[src/common/isa_pkg.sv]
package isa_pkg;

    typedef logic [31:0] word_t;
    typedef logic [4:0]  reg_addr_t;

    // Major opcodes at instruction bits [6:0]
    typedef enum logic [6:0] {
        NOP    = 7'b0000000,
        LOAD   = 7'b0000011,
        OP_IMM = 7'b0010011,
        STORE  = 7'b0100011,
        OP     = 7'b0110011,
        LUI    = 7'b0110111,
        BRANCH = 7'b1100011,
        JALR   = 7'b1100111,
        JAL    = 7'b1101111
    } opcode_e;

    typedef enum logic [3:0] {
        ADD, SUB, AND, OR, XOR, SLT, SLL, SRL, SRA, PASS_B
    } alu_op_e;

    typedef enum logic [2:0] {
        EQ = 3'b000,
        NE = 3'b001,
        LT = 3'b100,
        GE = 3'b101
    } br_funct_e;

    // funct3 of OP and OP-IMM
    localparam logic [2:0] F3_ADD = 3'b000;   // add/sub
    localparam logic [2:0] F3_SLL = 3'b001;
    localparam logic [2:0] F3_SLT = 3'b010;
    localparam logic [2:0] F3_XOR = 3'b100;
    localparam logic [2:0] F3_SR  = 3'b101;   // srl/sra
    localparam logic [2:0] F3_OR  = 3'b110;
    localparam logic [2:0] F3_AND = 3'b111;

    typedef struct packed {
        logic [6:0] funct7;
        reg_addr_t  rs2;
        reg_addr_t  rs1;
        logic [2:0] funct3;
        reg_addr_t  rd;
        logic [6:0] opcode;
    } instr_t;

endpackage

[src/common/pipe_pkg.sv]
package pipe_pkg;

    typedef enum logic [1:0] {
        FROM_RF  = 2'd0,
        FROM_EX  = 2'd1,
        FROM_MEM = 2'd2
    } fwd_sel_e;

    typedef struct packed {
        logic           valid;
        isa_pkg::word_t pc;
        isa_pkg::word_t pc4;
        isa_pkg::word_t ir;
    } if_id_t;

    typedef struct packed {
        logic               valid;
        isa_pkg::opcode_e   opcode;
        isa_pkg::alu_op_e   alu_op;
        isa_pkg::br_funct_e br_funct;
        isa_pkg::word_t     pc;
        isa_pkg::word_t     pc4;
        isa_pkg::word_t     data1;
        isa_pkg::word_t     data2;
        isa_pkg::word_t     imm;
        isa_pkg::reg_addr_t rd;
        logic               wr_reg;
        logic               use_imm;
    } id_ex_t;

    typedef struct packed {
        logic               valid;
        isa_pkg::opcode_e   opcode;
        isa_pkg::word_t     pc4;
        isa_pkg::word_t     c;    // ALU result or address
        isa_pkg::word_t     b;    // Store data
        isa_pkg::reg_addr_t rd;
        logic               wr_reg;
    } ex_mem_t;

    typedef struct packed {
        logic               valid;
        isa_pkg::word_t     value;
        isa_pkg::reg_addr_t rd;
        logic               wr_reg;
    } mem_wb_t;

endpackage

[src/hazard_unit.sv]
`timescale 1ns/1ps

module hazard_unit (
    input  isa_pkg::reg_addr_t rs1,
    input  isa_pkg::reg_addr_t rs2,
    input  pipe_pkg::id_ex_t   id_ex,
    input  pipe_pkg::ex_mem_t  ex_mem,
    input  logic               redirect,
    input  logic               ACKI_n,
    input  logic               mem_wait,
    output pipe_pkg::fwd_sel_e fwd1,
    output pipe_pkg::fwd_sel_e fwd2,
    output logic               stall,
    output logic               flush,
    output logic               hold
);
    import isa_pkg::*;
    import pipe_pkg::*;

    logic load_in_ex;

    // Youngest producer first
    function automatic fwd_sel_e src_of(reg_addr_t rs, id_ex_t ex, ex_mem_t mem);
        if (rs == '0) begin
            return FROM_RF;
        end else if (ex.valid && ex.wr_reg && ex.rd == rs) begin
            return FROM_EX;
        end else if (mem.valid && mem.wr_reg && mem.rd == rs) begin
            return FROM_MEM;
        end
        return FROM_RF;
    endfunction

    always_comb begin
        fwd1 = src_of(rs1, id_ex, ex_mem);
        fwd2 = src_of(rs2, id_ex, ex_mem);
    end

    assign load_in_ex = id_ex.valid && id_ex.opcode == LOAD && id_ex.rd != '0;

    // Load data only exists from MEM onward
    assign stall = load_in_ex && (id_ex.rd == rs1 || id_ex.rd == rs2);
    assign flush = redirect;
    assign hold  = ACKI_n || mem_wait;

endmodule

[config.mk]
export PLATFORM = sky130hd
export DESIGN_NAME = hazard_unit
export DESIGN_NICKNAME = d
export VERILOG_FILES = /design/src/common/isa_pkg.sv /design/src/common/pipe_pkg.sv /design/src/hazard_unit.sv
export SDC_FILE = /design/constraint.sdc
export NUM_CORES = 1
export LEC_CHECK = 0
export ABC_AREA = 1
export BUFFER_PORTS_ARGS = -buffer_cell sky130_fd_sc_hd__buf_2
export CORE_AREA = 4 4 119 121
export DETAILED_ROUTE_END_ITERATION = 7
export DIE_AREA = 0 0 123 125
export PLACE_DENSITY_LB_ADDON = 0.15
export SLEW_MARGIN = 20
export SYNTH_ARGS = -nofsm -noshare
export SYNTH_HDL_FRONTEND = slang
export SYNTH_SLANG_ARGS = --single-unit
[constraint.sdc]
create_clock -name vclk -period 0.9
set_clock_uncertainty 0.2 [all_clocks]
set_input_delay 0.18 -clock vclk [all_inputs]
set_output_delay 0.18 -clock vclk [all_outputs]
set_load 0.02 [all_outputs]
# Word level (Yosys, flattened, before mapping)
# Cells that the tools add are included.
# word_totals
output_inout_bits	7
inputBits	305
register_bits	0
word_cells	33
# op_classes
n_eq_ne	5
reduce_logical	14
muxes	14
# ops
cell	n
$eq 5x5->1	4
$mux 2	8
$logic_not 5->1	2
$logic_and 1x1->1	9
$eq 7x2->1 const B	1
$mux 1	6
$reduce_bool 5->1	1
$logic_or 1x1->1	2

# Depth between registers and ports, before layout
# logic_depth
ltp_word	6
mapped_depth	7
mapped_depth_nobuf	7

# Worst setup path before layout
# No wires, ideal clock.
# synth_timing
path_type	input-to-output
start	in rs2[3]
end	out fwd2[0]
required_ps	520
path_buffers	0
stages	6
setup_slack_ps	-306
arrival_ps	826
cell_sequence	inv_1 > nand2_1 > nand2_1 > nor2_2 > nand3_2 > nor3_2
# synth_via
elab_chain_cells	6
elab_cells_between_ends	11
classes_between	eq/ne: 2; mux: 6; reduce/logical: 3
# synth_rtl
item	line_no	rtl
start, declared	hazard_unit.sv:5	input isa_pkg::reg_addr_t rs2,
$eq 5x5->1	hazard_unit.sv:28	end else if (mem.valid && mem.wr_reg && mem.rd == rs) begin
$logic_and 1x1->1	hazard_unit.sv:28	
$mux 1	hazard_unit.sv:28	
$mux 1	hazard_unit.sv:26	end else if (ex.valid && ex.wr_reg && ex.rd == rs) begin
$mux 1	hazard_unit.sv:24	if (rs == '0) begin
$mux 2 *	hazard_unit.sv:31	return FROM_RF;
end, declared	hazard_unit.sv:12	output pipe_pkg::fwd_sel_e fwd2,
# Every way passes the cells marked *; elsewhere a longest branch is shown, timed or not.

# Worst setup path after layout
# layout_timing
start	in id_ex[6] (netlist name)
end	out stall
# layout_via
elab_chain_cells	3
elab_cells_between_ends	6
classes_between	eq/ne: 2; reduce/logical: 4
# layout_rtl
item	line_no	rtl
start, declared	hazard_unit.sv:6	input pipe_pkg::id_ex_t id_ex,
$eq 5x5->1 / $reduce_bool 5->1 (equally long branches)	hazard_unit.sv:42, hazard_unit.sv:39	
$logic_or 1x1->1 / $logic_and 1x1->1 (equally long branches)	hazard_unit.sv:42, hazard_unit.sv:39	
$logic_and 1x1->1 *	hazard_unit.sv:42	assign stall = load_in_ex && (id_ex.rd == rs1 || id_ex.rd == rs2);
end, declared	hazard_unit.sv:13	output logic stall,
# Marks and branches as above.

==> run_results.csv <==
group,metric,value,unit
status,status,"finished, violations left",
status,violations,"setup timing",
floorplan,die_area,15400,sq um
clocking,ctsHoldBuffers,0,
global_routing,grt_pass1_wl,4.73,mm
sta,hold_viol,0,
power_and_ir_drop,peakVddDrop,0.000134,V
global_routing,grt_pass1_vias,819,
detailed_routing,vias,781,
global_routing,gr-usage-all-layers,0.0402,
synthesis,synth_top_cell_area_share,0.286,
detailed_routing,routedWlPerCell,9.63,microns
job,maxCapViolations,0,
synthesis,synthAdderAreaFrac,0,
placed_design,dp_hpwl,2.94,mm
global_routing,grt_max_degree,6,
floorplan,ios,312,
floorplan,core_area,13100,sq um
floorplan,die_height,125,microns
synthesis,ys_types,17,
finish,antennaDiodeCount,0,
synthesis,muxShareOfSynthArea,0,
detailed_routing,finalWirelength,3.14,mm
sta,fin_crit_sh,1.53,
floorplan,initial_utilization,0.0360,
floorplan,rows,42,
synthesis,yosysMostFrequentCell,"nand2_1",
power_and_ir_drop,power_density,378,nW/um^2
placed_design,place_inst,325,
critical_path,cp.required,0.52,ns
synthesis,synth_compound_area_frac,0.0716,
sta,tightest_slew,0.309,ns
critical_path,worstPathArrival,1.00,ns
finish,final_layout_size_suffix_gt1_frac,0.760,
sta,relSlewSlack,0.794,
finish,regArea,0,sq um
detailed_routing,ant_nets,0,
critical_path,critPathSlowestCell,"xnor2_2",
placed_design,gp_congestion,0.675,
synthesis,yosysWarnings,0,
detailed_routing,viasPerCell,2.40,
sta,setup_viol,6,
sta,slew_violations,0,
critical_path,critical_path_class,"input pin to primary output",
global_routing,antenna_found_initial,0,
min_path,hp-class,"input pin to primary output",
finish,clock_buffers,0,
detailed_routing,drc,0,
synthesis,syn_inst,101,
finish,final_util,0.113,
critical_path,critPathLaunchType,"input pin",
synthesis,synth_area_leaders,"nand2_1, nor2_1, inv_1",
critical_path,critPathCaptureType,"primary output",
synthesis,netlist_area,472,sq um
sta,period_minus_slack,1.38,ns
placed_design,dp_worst_setup_slack,-0.709,ns
critical_path,cp_max_fo,3,
global_routing,grt_overflow,0,
synthesis,avgSynthCellArea,4.67,sq um
floorplan,chipWidth,123,microns
finish,layout.nets,457,
synthesis,synth_top_family_by_area,"simple AND/OR/NAND/NOR gates",
finish,fill_cells,1511,
finish,area_growth,214,%
placed_design,port_buffers,39,
detailed_routing,drt-pass1-iter-count,4,
sta,rsz0062_at_grt,"yes",
finish,flops_and_latches,0,
detailed_routing,initialDrtViolationCount,17,
min_path,hold_path_depth,0,
synthesis,synth_common_cells,"nand2_1, nor2_1, inv_1",
synthesis,ys_seq_area_frac,0,
critical_path,max_stage_delay,0.22,ns
synthesis,synth_largest_area_cell,"nand2_1",
synthesis,syn_nets,406,
sta,final.setup.worst_slack,-0.476,ns
power_and_ir_drop,power_leakage,0.605,nW
finish,multi_input_area,657,sq um
synthesis,yosys.area_share.simple,0.684,
critical_path,cp_cell_sequence,"clkbuf_4 -> xnor2_2 -> nand3_4 -> a21oi_4 -> buf_6",
synthesis,synth-xor-area-share,0.0928,
finish,final_cells,326,
sta,fmax,0.727,GHz
metrics by stage:
| step | area, sq um | setup TNS, ns | total power, mW | hold slack (ns) |
|---|---|---|---|---|
| finish | 1480 | -2.40 | 0.560 | 0.161 |
| global route | 1480 | -2.73 | 0.611 | 0.160 |
| CTS | 1370 | -2.59 | 0.514 | 0.161 |
| detailed placement | 1020 | -3.65 | 0.348 | 0.161 |
| global placement | 1020 | -3.65 | 0.351 | 0.161 |
| floorplan | 537 | -1.24 | 0.160 | 0.273 |
worst paths after layout:
kind | to | from
max | stall | id_ex[6]
min | flush | redirect
routing by layer:
layer / vias up / share of wire / GRT usage / routed length, microns
met4: 0 / 0 / 0 / 0
met3: 0 / 0.039 / 0.00452 / 123
met1: 350 / 0.43 / 0.0551 / 1360
met2: 15 / 0.53 / 0.0717 / 1660
li1: 416 / - / - / -
met5: - / 0 / 0 / 0
what timing repair did:
action                                 CTS  global route
pin swaps                               26            19
setup endpoints to repair                6             6
buffers inserted                         0             1
endpoints found under the hold margin    0             0
resized for setup                       97            32
cell usage in the layout, fill, tap and decap left out, types with 2 or more instances in the layout:
master   synthesis  layout
nor2_2           2       7
nor2_1          18       5
buf_2            0      15
o21ai_0          5       3
inv_1           15       4
buf_6            0      16
nor3_4           0       2
inv_2            2       3
nand2_4          0       5
buf_4            1       8
nand2_1         36      15
buf_8            0       6
inv_8            0       2
nor2_4           0       8
o21ai_1          0       2
buf_12           0       4
nand3_4          0       3
inv_4            0       6
nand3_1          7       2
nand2_2          0      16
nand3_2          2       4
xor2_1           3       3
area by class of cell:
type                       instances  area share
multi-input combinational         83       0.443
timing repair buffer              50       0.333
tap                              176       0.149
inverter                          17      0.0752
critical path, delay by kind of cell:
kind	cells	cell delay (ns)
buffers and inverters	2	0.29
and+or+nand+nor	1	0.14
AOI/OAI and AO/OA	1	0.17
xor gates and xnor gates	1	0.22
power by group:
part	switching, mW	internal (mW)
clock network	0	0
logic	0.274	0.286
registers	0	0
cell families (layout without fill, tap and decap cells):
group / count (synthesis) / in the layout
xor+xnor: 5 / 5
simple gates: 72 / 72
compound gates: 6 / 6
buf+inv: 18 / 67
Note: power is estimated with default switching activity, not from simulation.
