## src/common/isa_pkg.sv

```systemverilog
package isa_pkg;

    typedef logic [31:0] word_t;
    typedef logic [4:0]  reg_addr_t;

    // Major opcodes at instruction bits [6:0]
    typedef enum logic [6:0] {
        NOP    = 7'b0000000,
        LOAD   = 7'b0000011,
        OP_IMM = 7'b0010011,
        STORE  = 7'b0100011,
        OP     = 7'b0110011,
        LUI    = 7'b0110111,
        BRANCH = 7'b1100011,
        JALR   = 7'b1100111,
        JAL    = 7'b1101111
    } opcode_e;

    typedef enum logic [3:0] {
        ADD, SUB, AND, OR, XOR, SLT, SLL, SRL, SRA, PASS_B
    } alu_op_e;

    typedef enum logic [2:0] {
        EQ = 3'b000,
        NE = 3'b001,
        LT = 3'b100,
        GE = 3'b101
    } br_funct_e;

    // funct3 of OP and OP-IMM
    localparam logic [2:0] F3_ADD = 3'b000;   // add/sub
    localparam logic [2:0] F3_SLL = 3'b001;
    localparam logic [2:0] F3_SLT = 3'b010;
    localparam logic [2:0] F3_XOR = 3'b100;
    localparam logic [2:0] F3_SR  = 3'b101;   // srl/sra
    localparam logic [2:0] F3_OR  = 3'b110;
    localparam logic [2:0] F3_AND = 3'b111;

    typedef struct packed {
        logic [6:0] funct7;
        reg_addr_t  rs2;
        reg_addr_t  rs1;
        logic [2:0] funct3;
        reg_addr_t  rd;
        logic [6:0] opcode;
    } instr_t;

endpackage

```

## src/decode/reg_file.sv

```systemverilog
`timescale 1ns/1ps

module reg_file (
    input  logic               clk,
    input  logic               rst_n,
    input  isa_pkg::reg_addr_t rs1,
    input  isa_pkg::reg_addr_t rs2,
    input  logic               wr_en,
    input  isa_pkg::reg_addr_t wr_addr,
    input  isa_pkg::word_t     wr_data,
    output isa_pkg::word_t     data1,
    output isa_pkg::word_t     data2
);
    import isa_pkg::*;

    word_t regs [32];

    // Same-cycle write passes straight through
    function automatic word_t read_port(reg_addr_t a, logic we, reg_addr_t wa, word_t wd,
                                        word_t stored);
        if (a == '0) begin
            return '0;
        end else if (we && wa == a) begin
            return wd;
        end
        return stored;
    endfunction

    always_ff @(posedge clk or negedge rst_n) begin
        if (!rst_n) begin
            for (int i = 0; i < 32; i++) begin
                regs[i] <= '0;
            end
        end else if (wr_en && wr_addr != '0) begin
            regs[wr_addr] <= wr_data;
        end
    end

    always_comb begin
        data1 = read_port(rs1, wr_en, wr_addr, wr_data, regs[rs1]);
        data2 = read_port(rs2, wr_en, wr_addr, wr_data, regs[rs2]);
    end

endmodule

```

## config.mk

```make
export PLATFORM = sky130hd
export DESIGN_NAME = reg_file
export DESIGN_NICKNAME = d
export VERILOG_FILES = /design/src/common/isa_pkg.sv /design/src/decode/reg_file.sv
export SDC_FILE = /design/constraint.sdc
export NUM_CORES = 2
export LEC_CHECK = 0
export BUFFER_PORTS_ARGS = -buffer_cell sky130_fd_sc_hd__buf_2
export CAP_MARGIN = 20
export CORE_AREA = 2 2 517 365
export CTS_BUF_LIST = sky130_fd_sc_hd__clkbuf_4
export CTS_CLUSTER_DIAMETER = 120
export DETAILED_ROUTE_END_ITERATION = 10
export DIE_AREA = 0 0 519 367
export GPL_ROUTABILITY_DRIVEN = 0
export PLACE_DENSITY_LB_ADDON = 0.2
export SYNTH_ARGS = -nofsm -noshare
export SYNTH_HDL_FRONTEND = slang
export SYNTH_SLANG_ARGS = --single-unit
```

## constraint.sdc

```tcl
create_clock -name clk -period 2.2 [get_ports clk]
set_clock_uncertainty 0.2 [all_clocks]
set_input_delay 0.11 -clock clk [delete_from_list [all_inputs] [get_ports clk]]
set_output_delay 0.11 -clock clk [all_outputs]
set_load 0.03 [all_outputs]
```

* Yosys cells after proc, flatten, opt, wreduce, memory -nomap -nowiden
Cells that the tools add are included.
Storage, ports and cells: register bits after elaboration 1024, output and inout port bits 64
Cells by class: magnitude comparators 4, eq/ne operators 2, multiplexer cells 19, bitwise logic cells 3, reduce and logical (&&, ||, !) cells 7
Operators by type and width (count):
- 1024-bit bitwise mux | 1
- 32-bit 2-to-1 mux | 11
- 32-bit binary-select mux with 5-bit select | 2
- 32-bit demux with 5-bit select | 1
- 6-bit greater-or-equal comparator (second input constant) | 3
- 5-bit inverter with 6-bit output | 3
- 5-bit == test | 2
- 5-bit zero test | 2
- 6-bit by 1-bit less-than comparator with 1-bit output (second input constant) | 1
- 5-bit nonzero test | 1
- 1-bit logical AND | 4
- 1-bit 2-to-1 mux | 4

* Depth between registers and ports, before layout
depth in word-level cells 6, gate-level depth with buffers 8, depth with buffers taken out 5

* Worst setup path after synthesis
Ideal clock, no wire load.
path kind in2out, from input rs2[0], to output data2[13], arrival 1.760 ns, path slack 0.130 ns, cell stages on the path 7, buffers on the path 3, cell sequence buf_2 -> buf_6 -> buf_2 -> mux4_2 -> mux2i_1 -> o21ai_1 -> a22o_1
Between the ends: cells in the longest elaborated chain, start to end 5, elaborated cells between the ends (all ways) 11
RTL lines:
- from (decl) | RTL line reg_file.sv:7 | input isa_pkg::reg_addr_t rs2,
- 5-bit inverter with 6-bit output (not written as such) or 5-bit == test (tied branches) | RTL line reg_file.sv:41, reg_file.sv:23
- 32-bit binary-select mux with 5-bit select or 1-bit logical AND (tied branches) | RTL line reg_file.sv:41, reg_file.sv:23
- 32-bit 2-to-1 mux (not written as such) or 1-bit 2-to-1 mux (tied branches) | RTL line reg_file.sv:41, reg_file.sv:23
- 32-bit 2-to-1 mux (not written as such) or 1-bit 2-to-1 mux (tied branches) | RTL line reg_file.sv:41, reg_file.sv:21
- 32-bit 2-to-1 mux (*) | RTL line reg_file.sv:26 | return stored;
- to (decl) | RTL line reg_file.sv:12 | output isa_pkg::word_t data2
Mark *: on every way between the ends. The rest lies on a longest branch, timed or not. The select of a mux whose other input is x is not followed.

* Worst setup path after layout
from register regs[66] (netlist bit), to output data2[2]
Between the ends: cells in the longest elaborated chain, start to end 4
RTL lines:
- from (decl) | RTL line reg_file.sv:16 | word_t regs [32];
- from (signal, indexed assignment) | RTL line reg_file.sv:35 | regs[wr_addr] <= wr_data;
- 32-bit binary-select mux with 5-bit select | RTL line reg_file.sv:41 | data2 = read_port(rs2, wr_en, wr_addr, wr_data, regs[rs2]);
- 32-bit 2-to-1 mux (not written as such) (2 in a row) | RTL line reg_file.sv:41
- 32-bit 2-to-1 mux | RTL line reg_file.sv:26
Every way passes these cells. The select of a mux whose other input is x is not followed.

==> results by group <==
GRT
  • Number of global-route vias before repair: 40034
  • Overflow after GRT: 0
  • First-pass GRT wire length: 312000 um
  • Initial antenna violation count: 13
  • Global Route Usage Sum: 0.229
  • Largest net degree at the start of global routing: 73

Critical path
  • CP arrival: 2.99 ns
  • Worst path slowest cell: mux4_2
  • Top delay family on crit path: multiplexers
  • CP peak stage delay: 0.48 ns
  • Crit end category: output port
  • Buffer and inverter count on the worst path: 1
  • CP required: 1.89 ns
  • Worst Path Class, Setup: reg2out
  • Crit path cell chain: mux4_2 > mux2_2 > nand2_1 > o211ai_1 > a22o_1 > buf_6
  • CP startpoint kind: flop
  • Critical Path Fanout Max: 2

Placement
  • Post-DP HPWL: 148000 um
  • DP Area: 63800 sq um
  • Placed insts: 6371
  • PortBufs: 113

CTS
  • Root Buffer Master: clkbuf_4
  • Worst-path clk slew: 0.06 ns
  • CTS Buffer Depth: 4
  • CTS Buf Count: 277
  • H-Tree Depth: 5
  • CTS tree: done
  • Clock latency on the worst-skew pair: 1.11 ns
  • Clk sinks: 1024

Yosys
  • Yosys reg bits: 1024
  • Cell variety after synth: 50
  • Cell Area, Synth: 55400 sq um
  • Area fraction of the dominant cell type after synthesis: 0.462
  • Sequential share of the synthesized area: 0.462
  • Synth Warn #: 0
  • Area contributors post-synth: dfrtp_1, mux4_2, mux2_2, mux2i_1, clkbuf_1
  • Cells after Synth: 3652
  • Yosys top cell by area: dfrtp_1
  • Net Count, Synth: 3702
  • Mean Syn Cell Area: 15.2 sq um

Cells and area
  • Most flop-heavy register: regs
  • Area growth syn-to-layout: 25.1%
  • Fin area: 69400 sq um
  • Top flop regs: regs: 1024 flops
  • Filler instances: 17925
  • Nets: 4329
  • Layout cells sized above 1: 0.630
  • Final cell count without fillers: 6948
  • Max FFs per register: 1024

Die
  • Core Footprint: 186000 sq um
  • Row cnt: 133
  • Die Ht: 367 um
  • Chip width: 519 um
  • Full die area: 190000 sq um
  • I/O pin count: 114
  • Initial core utilization: 0.298

Outcome
  • Status: complete, but fails checks
  • Failing checks: negative setup slack

STA
  • Final cycle utilization of the critical path: 1.50
  • Finish-stage setup viols: 97
  • Final min period: 3.30 ns
  • Worst-margin pin slew: 1.03 ns
  • Max Fclk: 0.303 GHz
  • Final WS setup: -1.10 ns
  • Worst slew margin: 0.309
  • Final hold viol count: 0
  • Slew Limit Fails: 0
  • RSZ-0062 raised after global routing: true

Worst hold path
  • Worst Hold Class: in2reg

Detailed routing
  • WL final: 220000 um
  • Vias: 38968
  • Initial drt markers: 3115
  • Residual DRC count: 0
  • DR pass1 iterations: 5
  • Post-route ant nets: 0
  • Routed vias/inst: 5.61
  • DR WL/cell: 31.6 um

Power and ir drop
  • PD cells: 814 nW/um^2
  • Leakage: 29.9 nW
  • Peak VDD IR: 399 uV

Flow run
  • Max-cap violation count: 0
placed cells by master, fill, tap and decap left out, drive strengths merged, types with 7 or more instances in the layout:
cell type	instances
clkinv	33
nand3	16
a32o	8
a22o	56
o211ai	42
dlygate4sd3	91
a21oi	10
nor2	24
mux2	1004
mux4	512
clkbuf	405
buf	681
mux2i	104
xnor2	7
or3	19
a311oi	31
inv	9
o22ai	63
a211oi	33
o21ai	14
nor3b	8
dfrtp	1024
or2	27
o311ai	14
a22oi	40
nand2	106
o221ai	31
cells in the mapped netlist (all sizes together):
| cell type | count |
|---|---|
| clkbuf | 198 |
| a211oi | 33 |
| or2 | 27 |
| nor3 | 6 |
| a311oi | 31 |
| nand3 | 16 |
| o21ai | 14 |
| o211ai | 42 |
| a31oi | 1 |
| a21oi | 10 |
| xnor2 | 7 |
| or3b | 1 |
| mux2i | 104 |
| nand3b | 4 |
| o221ai | 31 |
| nor2b | 4 |
| or3 | 19 |
| nand4 | 1 |
| mux2 | 1004 |
| a22oi | 40 |
| nor3b | 8 |
| and2 | 1 |
| and3 | 1 |
| a32o | 8 |
| nor4b | 1 |
| mux4 | 512 |
| inv | 3 |
| and3b | 1 |
| nand2 | 106 |
| buf | 228 |
| nor2 | 24 |
| nand2b | 5 |
| dfrtp | 1024 |
| o2111ai | 1 |
| o31ai | 3 |
| a22o | 56 |
| o22ai | 63 |
| o311ai | 14 |
timing repair:
| item | CTS | global route |
|---|---|---|
| gates cloned | 0 | 0 |
| hold buffers | 94 | 1 |
| setup buffers | 24 | 12 |
| setup endpoints to repair | 64 | 155 |
| hold endpoints to repair | 2016 | 51 |
| pin swaps | 107 | 53 |
| gates resized for setup | 247 | 29 |
kinds of logic (layout without fill, tap and decap cells):
family	Yosys count	count (layout)	share of synthesized area
AO/OA/AOI/OAI	347	347	0.0481
XOR/XNOR	7	7	0.00111
buffers and inverters	429	1223	0.0378
flip-flops	1024	1024	0.462
multiplexers	1620	1620	0.431
other	0	5	0
AND/OR/NAND/NOR	225	225	0.0201
area by class of cell:
type | count | area [sq um] | area share
inverter | 3 | 12.5 | 0.000180
multi-input combinational | 2199 | 28600 | 0.413
clock buffer | 405 | 3040 | 0.0438
antenna | 5 | 12.5 | 0.000180
timing repair buffer | 774 | 8690 | 0.125
tap | 2497 | 3120 | 0.0450
clock inverter | 41 | 213 | 0.00307
sequential | 1024 | 25600 | 0.369
metrics by stage:
step                hold slack (ns)  power, mW  worst slack, ns   util  TNS [ns]
floorplan                    -0.386       33.6            0.130      -         0
global placement             -0.121       38.3           -0.676  0.343    -32.11
detailed placement           -0.106       38.5           -0.648  0.343    -32.36
CTS                          0.0160       56.8            -1.26  0.371    -69.96
global route                 0.0428       59.4            -1.24  0.373    -69.53
finish                        0.144       56.5            -1.10  0.373    -60.44
power breakdown:
group / switching (mW) / internal [mW] / total [mW]
combinational: 5.84 / 8.40 / 14.2
clock: 8.54 / 8.59 / 17.1
sequential: 2.69 / 22.4 / 25.1
path summary, 6_finish.rpt:
check	start	endpoint	slack, ns	cells after the start
setup / recovery	regs[66]$_DFFE_PN0P_	data2[2]	-1.10	6
hold / removal	wr_data[24]	regs[632]$_DFFE_PN0P_	0.14	4
setup reg to reg	regs[641]$_DFFE_PN0P_	regs[641]$_DFFE_PN0P_	0.58	3
hold reg to reg	regs[1005]$_DFFE_PN0P_	regs[1005]$_DFFE_PN0P_	0.20	0
max in group asynchronous	rst_n	regs[832]$_DFFE_PN0P_	0.46	6
min in group asynchronous	rst_n	regs[817]$_DFFE_PN0P_	0.51	5
worst reg2reg max path: stages, from the launching register on:
cell and delay [ns]:
dfrtp_1 0.38, buf_4 0.13, mux2_2 0.25, dlygate4sd3_1 0.55
per-layer routing:
metal,global-route usage,part of all wire,vias to the layer above
met5,0,0,-
met4,0.0583,0.023,0
met3,0.0424,0.065,325
met2,0.339,0.44,1509
met1,0.342,0.47,21350
li1,-,-,15784
Power figures use the tool's default switching activity.
