[src/common/isa_pkg.sv]
package isa_pkg;

    typedef logic [31:0] word_t;
    typedef logic [4:0]  reg_addr_t;

    // Major opcodes at instruction bits [6:0]
    typedef enum logic [6:0] {
        NOP    = 7'b0000000,
        LOAD   = 7'b0000011,
        OP_IMM = 7'b0010011,
        STORE  = 7'b0100011,
        OP     = 7'b0110011,
        LUI    = 7'b0110111,
        BRANCH = 7'b1100011,
        JALR   = 7'b1100111,
        JAL    = 7'b1101111
    } opcode_e;

    typedef enum logic [3:0] {
        ADD, SUB, AND, OR, XOR, SLT, SLL, SRL, SRA, PASS_B
    } alu_op_e;

    typedef enum logic [2:0] {
        EQ = 3'b000,
        NE = 3'b001,
        LT = 3'b100,
        GE = 3'b101
    } br_funct_e;

    // funct3 of OP and OP-IMM
    localparam logic [2:0] F3_ADD = 3'b000;   // add/sub
    localparam logic [2:0] F3_SLL = 3'b001;
    localparam logic [2:0] F3_SLT = 3'b010;
    localparam logic [2:0] F3_XOR = 3'b100;
    localparam logic [2:0] F3_SR  = 3'b101;   // srl/sra
    localparam logic [2:0] F3_OR  = 3'b110;
    localparam logic [2:0] F3_AND = 3'b111;

    typedef struct packed {
        logic [6:0] funct7;
        reg_addr_t  rs2;
        reg_addr_t  rs1;
        logic [2:0] funct3;
        reg_addr_t  rd;
        logic [6:0] opcode;
    } instr_t;

endpackage

[src/common/pipe_pkg.sv]
package pipe_pkg;

    typedef enum logic [1:0] {
        FROM_RF  = 2'd0,
        FROM_EX  = 2'd1,
        FROM_MEM = 2'd2
    } fwd_sel_e;

    typedef struct packed {
        logic           valid;
        isa_pkg::word_t pc;
        isa_pkg::word_t pc4;
        isa_pkg::word_t ir;
    } if_id_t;

    typedef struct packed {
        logic               valid;
        isa_pkg::opcode_e   opcode;
        isa_pkg::alu_op_e   alu_op;
        isa_pkg::br_funct_e br_funct;
        isa_pkg::word_t     pc;
        isa_pkg::word_t     pc4;
        isa_pkg::word_t     data1;
        isa_pkg::word_t     data2;
        isa_pkg::word_t     imm;
        isa_pkg::reg_addr_t rd;
        logic               wr_reg;
        logic               use_imm;
    } id_ex_t;

    typedef struct packed {
        logic               valid;
        isa_pkg::opcode_e   opcode;
        isa_pkg::word_t     pc4;
        isa_pkg::word_t     c;    // ALU result or address
        isa_pkg::word_t     b;    // Store data
        isa_pkg::reg_addr_t rd;
        logic               wr_reg;
    } ex_mem_t;

    typedef struct packed {
        logic               valid;
        isa_pkg::word_t     value;
        isa_pkg::reg_addr_t rd;
        logic               wr_reg;
    } mem_wb_t;

endpackage

[src/decode/decode_stage.sv]
`timescale 1ns/1ps

module decode_stage (
    input  logic               clk,
    input  logic               rst_n,
    input  logic               hold,
    input  logic               stall,
    input  logic               flush,
    input  pipe_pkg::if_id_t   if_id,
    output isa_pkg::reg_addr_t rs1,
    output isa_pkg::reg_addr_t rs2,
    input  isa_pkg::word_t     rf_data1,
    input  isa_pkg::word_t     rf_data2,
    input  pipe_pkg::fwd_sel_e fwd1,
    input  pipe_pkg::fwd_sel_e fwd2,
    input  isa_pkg::word_t     ex_fwd,
    input  isa_pkg::word_t     mem_fwd,
    output pipe_pkg::id_ex_t   id_ex
);
    import isa_pkg::*;
    import pipe_pkg::*;

    instr_t  ins;
    word_t   imm_i;
    word_t   imm_s;
    word_t   imm_b;
    word_t   imm_u;
    word_t   imm_j;
    opcode_e opcode;
    alu_op_e alu_op;
    word_t   imm;
    logic    wr_reg;
    logic    use_imm;
    word_t   data1;
    word_t   data2;

    function automatic alu_op_e arith_op(logic [2:0] f3, logic alt);
        case (f3)
            F3_ADD:  return alt ? SUB : ADD;
            F3_SLL:  return SLL;
            F3_SLT:  return SLT;
            F3_XOR:  return XOR;
            F3_SR:   return alt ? SRA : SRL;
            F3_OR:   return OR;
            F3_AND:  return AND;
            default: return ADD;   // sltu not supported
        endcase
    endfunction

    function automatic word_t pick(fwd_sel_e sel, word_t rf_val, word_t ex_val,
                                   word_t mem_val);
        case (sel)
            FROM_EX:  return ex_val;
            FROM_MEM: return mem_val;
            default:  return rf_val;
        endcase
    endfunction

    assign ins = instr_t'(if_id.ir);
    assign rs1 = ins.rs1;
    assign rs2 = ins.rs2;

    assign imm_i = {{20{if_id.ir[31]}}, if_id.ir[31:20]};
    assign imm_s = {{20{if_id.ir[31]}}, if_id.ir[31:25], if_id.ir[11:7]};
    assign imm_b = {{19{if_id.ir[31]}}, if_id.ir[31], if_id.ir[7], if_id.ir[30:25],
                    if_id.ir[11:8], 1'b0};
    assign imm_u = {if_id.ir[31:12], 12'h000};
    assign imm_j = {{11{if_id.ir[31]}}, if_id.ir[31], if_id.ir[19:12], if_id.ir[20],
                    if_id.ir[30:21], 1'b0};

    always_comb begin
        opcode  = NOP;
        alu_op  = ADD;
        imm     = imm_i;
        use_imm = 1'b0;
        wr_reg  = 1'b0;
        case (ins.opcode)
            OP: begin
                opcode = OP;
                alu_op = arith_op(ins.funct3, ins.funct7[5]);
                wr_reg = 1'b1;
            end
            OP_IMM: begin
                opcode  = OP_IMM;
                // Bit 30 only selects sra as there is no subi
                alu_op  = arith_op(ins.funct3, ins.funct7[5] && ins.funct3 != F3_ADD);
                use_imm = 1'b1;
                wr_reg  = 1'b1;
            end
            LUI: begin
                opcode  = LUI;
                alu_op  = PASS_B;
                imm     = imm_u;
                use_imm = 1'b1;
                wr_reg  = 1'b1;
            end
            LOAD: begin
                opcode  = LOAD;
                use_imm = 1'b1;
                wr_reg  = 1'b1;
            end
            STORE: begin
                opcode  = STORE;
                imm     = imm_s;
                use_imm = 1'b1;
            end
            BRANCH: begin
                opcode = BRANCH;
                imm    = imm_b;
            end
            JAL: begin
                opcode = JAL;
                imm    = imm_j;
                wr_reg = 1'b1;
            end
            JALR: begin
                opcode = JALR;
                wr_reg = 1'b1;
            end
            default: ;
        endcase
    end

    always_comb begin
        data1 = pick(fwd1, rf_data1, ex_fwd, mem_fwd);
        data2 = pick(fwd2, rf_data2, ex_fwd, mem_fwd);
    end

    always_ff @(posedge clk or negedge rst_n) begin
        if (!rst_n) begin
            id_ex <= '0;
        end else if (!hold) begin
            id_ex <= '{
                valid:    if_id.valid && !stall && !flush,   // Bubble
                opcode:   opcode,
                alu_op:   alu_op,
                br_funct: br_funct_e'(ins.funct3),
                pc:       if_id.pc,
                pc4:      if_id.pc4,
                data1:    data1,
                data2:    data2,
                imm:      imm,
                rd:       ins.rd,
                wr_reg:   wr_reg,
                use_imm:  use_imm
            };
        end
    end

endmodule

[config.mk]
export PLATFORM = sky130hd
export DESIGN_NAME = decode_stage
export DESIGN_NICKNAME = d
export VERILOG_FILES = /design/src/common/isa_pkg.sv /design/src/common/pipe_pkg.sv /design/src/decode/decode_stage.sv
export SDC_FILE = /design/constraint.sdc
export NUM_CORES = 1
export LEC_CHECK = 0
export BUFFER_PORTS_ARGS = -buffer_cell sky130_fd_sc_hd__buf_4
export CAP_MARGIN = 20
export CELL_PAD_IN_SITES_DETAIL_PLACEMENT = 0
export CELL_PAD_IN_SITES_GLOBAL_PLACEMENT = 2
export CORE_MARGIN = 5
export CORE_UTILIZATION = 28
export CTS_CLUSTER_DIAMETER = 150
export DETAILED_ROUTE_END_ITERATION = 12
export PLACE_DENSITY_LB_ADDON = 0.1
export SLEW_MARGIN = 20
export SYNTH_ARGS = -nofsm -noshare
export SYNTH_HDL_FRONTEND = slang
export SYNTH_SLANG_ARGS = --single-unit
[constraint.sdc]
create_clock -name clk -period 1.6 [get_ports clk]
set_input_delay 0.24 -clock clk [delete_from_list [all_inputs] [get_ports clk]]
set_output_delay 0.24 -clock clk [all_outputs]
set_load 0.05 [all_outputs]
### Word level (Yosys, flattened, before mapping)

Index checks and enable logic that the tools add are counted.

* register bits after elaboration: 182
* output and inout port bits: 192
* logic and storage cells: 52

* eq/ne operators: 18
* multiplexer cells: 13
* reductions and logical operators: 9

Operators by type and width (count)
* $pmux 32 s2: 2
* $pmux 31 s4: 1
* $pmux 4 s7: 2
* $pmux 7 s8: 1
* $eq 7x6->1 const B: 3
* $eq 7x7->1 const B: 3
* $eq 3x3->1 const B: 4
* $pmux 4 s3: 1
* $mux 4: 2
* $eq 7x2->1 const B: 1
* $eq 7x5->1 const B: 1
* $reduce_or 6->1: 1
* $eq 2x1->1 const B: 2
* $eq 2x2->1 const B: 2
* $mux 1: 4
* $reduce_or 4->1: 1
* $eq 3x1->1 const B: 1
* $eq 3x2->1 const B: 1
* $logic_and 1x1->1: 3
* $logic_not 3->1: 1
* $reduce_bool 3->1: 1
* $logic_not 1->1: 2

### Longest topological paths before layout

* depth in word-level cells: 5
* mapped depth: 7
* depth with buffers taken out: 6

### Worst setup path before layout

Ideal clock, no wire load.

* path kind: in2reg
* start point: input port if_id[2] (netlist name)
* end point: register id_ex[20] (netlist name)
* arrival time: 1.394 ns
* path slack: 0.102 ns
* cell stages on the path: 6
* path buffers: 2
* path through: and3_1 > and2_4 > buf_6 > or4_4 > buf_6 > o311ai_1

* word-level cells in the longest chain between the ends: 2
* elaborated cells on any way between the ends: 5
* classes of those cells: 4 x eq/ne; 1 x mux

RTL lines
* start, declared: RTL line decode_stage.sv:9 `input pipe_pkg::if_id_t if_id,`
* $eq 7x7->1 / $eq 7x6->1 (equally long branches): RTL line decode_stage.sv:77 `case (ins.opcode)`
* $pmux 31 s4 *: RTL line decode_stage.sv:77
* end signal, assigned: RTL line decode_stage.sv:133 `id_ex <= '{`
* end, declared: RTL line decode_stage.sv:18 `output pipe_pkg::id_ex_t id_ex`

Mark *: on every way between the ends. The rest lies on a longest branch, timed or not.
A chain may end at the register's enable or synchronous reset.

==> flow_metrics.env <==
export IMPL_p_leak_nw=6.03
export IMPL_diodes=0
export IMPL_setup_violations=0
export IMPL_met3_usage_pct=6.84
export IMPL_layout_drive_gt1_share_pct=45.7
export IMPL_worstMarginPinSlew_ns=0.562
export IMPL_synthMuxAreaShare_pct=9.71
export IMPL_grt_pass1_vias=7716
export IMPL_synthesis_area_um2=8240
export IMPL_drt_wl_total_um=31200
export IMPL_status="complete, no violations"
export IMPL_synth_top_cell_by_area="dfrtp_1"
export IMPL_grt_start_max_net_pins=48
export IMPL_critPathMaxFanout=3
export IMPL_clkLatencyLatePin_ns=0.43
export IMPL_ys_ff_latch=181
export IMPL_reg_top3="id_ex (181)"
export IMPL_crit_required_ns=1.36
export IMPL_yosysWarnings=0
export IMPL_fillCellCount=2895
export IMPL_cts_resized=0
export IMPL_critPathMaxStageDelay_ns=0.41
export IMPL_holdWs_ns=0.0326
export IMPL_synth_cell_type_count=40
export IMPL_ys_seq_area_share_pct=55.0
export IMPL_cts_root_buf="clkbuf_16"
export IMPL_slew_violations=0
export IMPL_arrival_ns=1.03
export IMPL_worstPathCellList="buf_4"
export IMPL_rsz0062_at_grt="false"
export IMPL_postSynthAreaPerCell_um2=10.0
export IMPL_crit_path_end_kind="primary output"
export IMPL_setup_tns_ns=0
export IMPL_synth_compound_area_share_pct=19.3
export IMPL_power_frac_seq_pct=37.8
export IMPL_synth_fa_ha_area_share_pct=0.608
export IMPL_vias=7562
export IMPL_die_area_um2=32900
export IMPL_swShare_pct=37.7
export IMPL_final_cell_mix="buf_4 (442), dfrtp_1 (181), nand2_1 (116)"
export IMPL_final_common_cell="buf_4"
export IMPL_ir_drop_uv=578
export IMPL_cts_num_sinks=181
export IMPL_busiest_layer="met2"
export IMPL_clkPwrFrac_pct=31.0
export IMPL_cp_top_family="flip-flops"
export IMPL_async_flop_share_pct=100
export IMPL_crit_slowest_cell="dfrtp_1"
export IMPL_finalHoldViolations=0
export IMPL_drc=0
export IMPL_viasPerCell=4.65
export IMPL_finalCritPeriodShare_pct=79.3
export IMPL_combPwrFrac_pct=31.2
export IMPL_largest_reg_flops=181
export IMPL_htree_levels=4
export IMPL_period_needed_ns=1.27
export IMPL_netlist_instances=824
export IMPL_clk_pin_slew_ns=0.09
export IMPL_synth_top_family_by_area="compound AO/OA/AOI/OAI gates"
export IMPL_fmax_ghz=0.788
export IMPL_hold_path_class="input pin to register"
export IMPL_start_kind="register"
export IMPL_maxCapViolCount=0
export IMPL_rows=62
export IMPL_place_gp_congestion=0.798
export IMPL_power_density_nw_per_um2=1110
export IMPL_ios=426
export IMPL_grt_usage_pct=18.3
export IMPL_drt_iter0_markers=480
export IMPL_slew_headroom_pct=62.4
export IMPL_cts_inserted_buffers=17
export IMPL_initial_utilization_pct=28.5
export IMPL_clockBufferDepth=2
export IMPL_post_cts_buffers=0
export IMPL_ys_flop_type="dfrtp_1"
export IMPL_p_sw_mw=5.28
export IMPL_use_met1_pct=23.0
export IMPL_core_um2=28900
export IMPL_antenna_found_initial=0
export IMPL_worstSetupPathType="register to primary output"
export IMPL_die_x_um=182
export IMPL_dp_hpwl_um=24200
export IMPL_p_int_mw=8.72
export IMPL_synth_xor_area_share_pct=0.106
export IMPL_drt_pass1_iter_count=5
export IMPL_fin_skew_ns=0
export IMPL_grt_overflow=0
export IMPL_antenna_left=0
export IMPL_grt_pass1_wl_um=47100
export IMPL_top_register="id_ex"
export IMPL_yosys_area_share_simple_pct=10.3
export IMPL_cts_tree="yes"
export IMPL_die_h_um=182
export IMPL_use_met2_pct=30.4
export IMPL_io_buffers=425
export IMPL_syn_nets=1062
export IMPL_critPathBufInv=1
export IMPL_synth_top_cell_area_share_pct=55.0
export IMPL_final_nets=1467
export IMPL_netlist_top_cells_area="dfrtp_1 (55%), mux2_2 (9.7%), a22oi_1 (6.2%), o21ai_0 (6.0%), nand2_1 (5.3%)"
export IMPL_wire_per_inst_um=19.2
export IMPL_synth_edf_count=0
export IMPL_area_growth_pct=53.5
==> power by group through the flow <==
stage	Combinational (mW)	Clock, mW	Sequential (mW)
CTS	4.44	4.52	5.29
floorplan	0.918	0	7.03
detailed placement	4.43	0	5.37
global placement	4.42	0	5.36
global route	4.64	4.70	5.35
finish	4.37	4.34	5.29
==> timing repair <==
action | in CTS | in global routing
endpoints found under the hold margin | 37 | 1
hold buffers | 1 | 1
endpoints found under the setup margin | 0 | 0
==> kinds of logic after synthesis <==
logic type | after synthesis
muxes | 71
xor gates and xnor gates | 1
DFF | 181
AOI/OAI and AO/OA | 268
buffers and inverters | 91
adders and majority gates | 4
and+or+nand+nor | 208
==> cells in the mapped netlist (all sizes together) (2+ instances only) <==
| master | instances |
|---|---|
| nand2 | 116 |
| nand3 | 3 |
| a31oi | 2 |
| nor2 | 74 |
| o21ai | 98 |
| dfrtp | 181 |
| and3 | 2 |
| a221o | 2 |
| a22oi | 68 |
| ha | 4 |
| o311ai | 8 |
| a21oi | 82 |
| inv | 17 |
| buf | 29 |
| mux2 | 71 |
| nand2b | 3 |
| clkbuf | 45 |
==> per-layer routing <==
layer  up-vias  wire, µm
met1      3584     12900
li1       3698         -
met4         0       346
met5         -         0
met2       265     15300
met3        15      2750
==> stage by stage <==
stage                     power (mW)  std cells  cell area [µm²]  utilization (%)  worst slack [ns]
final                           14.0       1626            12600             43.8             0.331
after global routing            14.7       1626            12600             43.8             0.268
after CTS                       14.2       1625            12600             43.8             0.295
after detailed placement        9.81       1592            12000             41.6            0.0567
after global placement          9.78       1592            12000             41.6            0.0924
after floorplan                 7.95        824             8240                -             0.102
==> area by class of cell <==
type                       count  area [µm²]  share of cell area [%]
inverter                      17        63.8                   0.505
tap                          384         480                    3.80
sequential                   181        4530                    35.8
clock inverter                14         175                    1.39
timing repair buffer         460        3650                    28.9
multi-input combinational    552        3300                    26.1
clock buffer                  18         439                    3.47
==> final timing paths <==
| path | start | end | slack [ns] | cells past startpoint |
|---|---|---|---|---|
| min reg2reg | id_ex[84] | id_ex[84] | 0.49 | 2 |
| min | if_id[81] | id_ex[152] | 0.03 | 2 |
| min in group asynchronous | rst_n | id_ex[33] | 0.32 | 2 |
| max in group asynchronous | rst_n | id_ex[179] | 0.69 | 3 |
| max reg2reg | id_ex[170] | id_ex[170] | 0.76 | 1 |
| max | id_ex[175] | id_ex[174] | 0.33 | 1 |
Power figures use the tool's default switching activity.
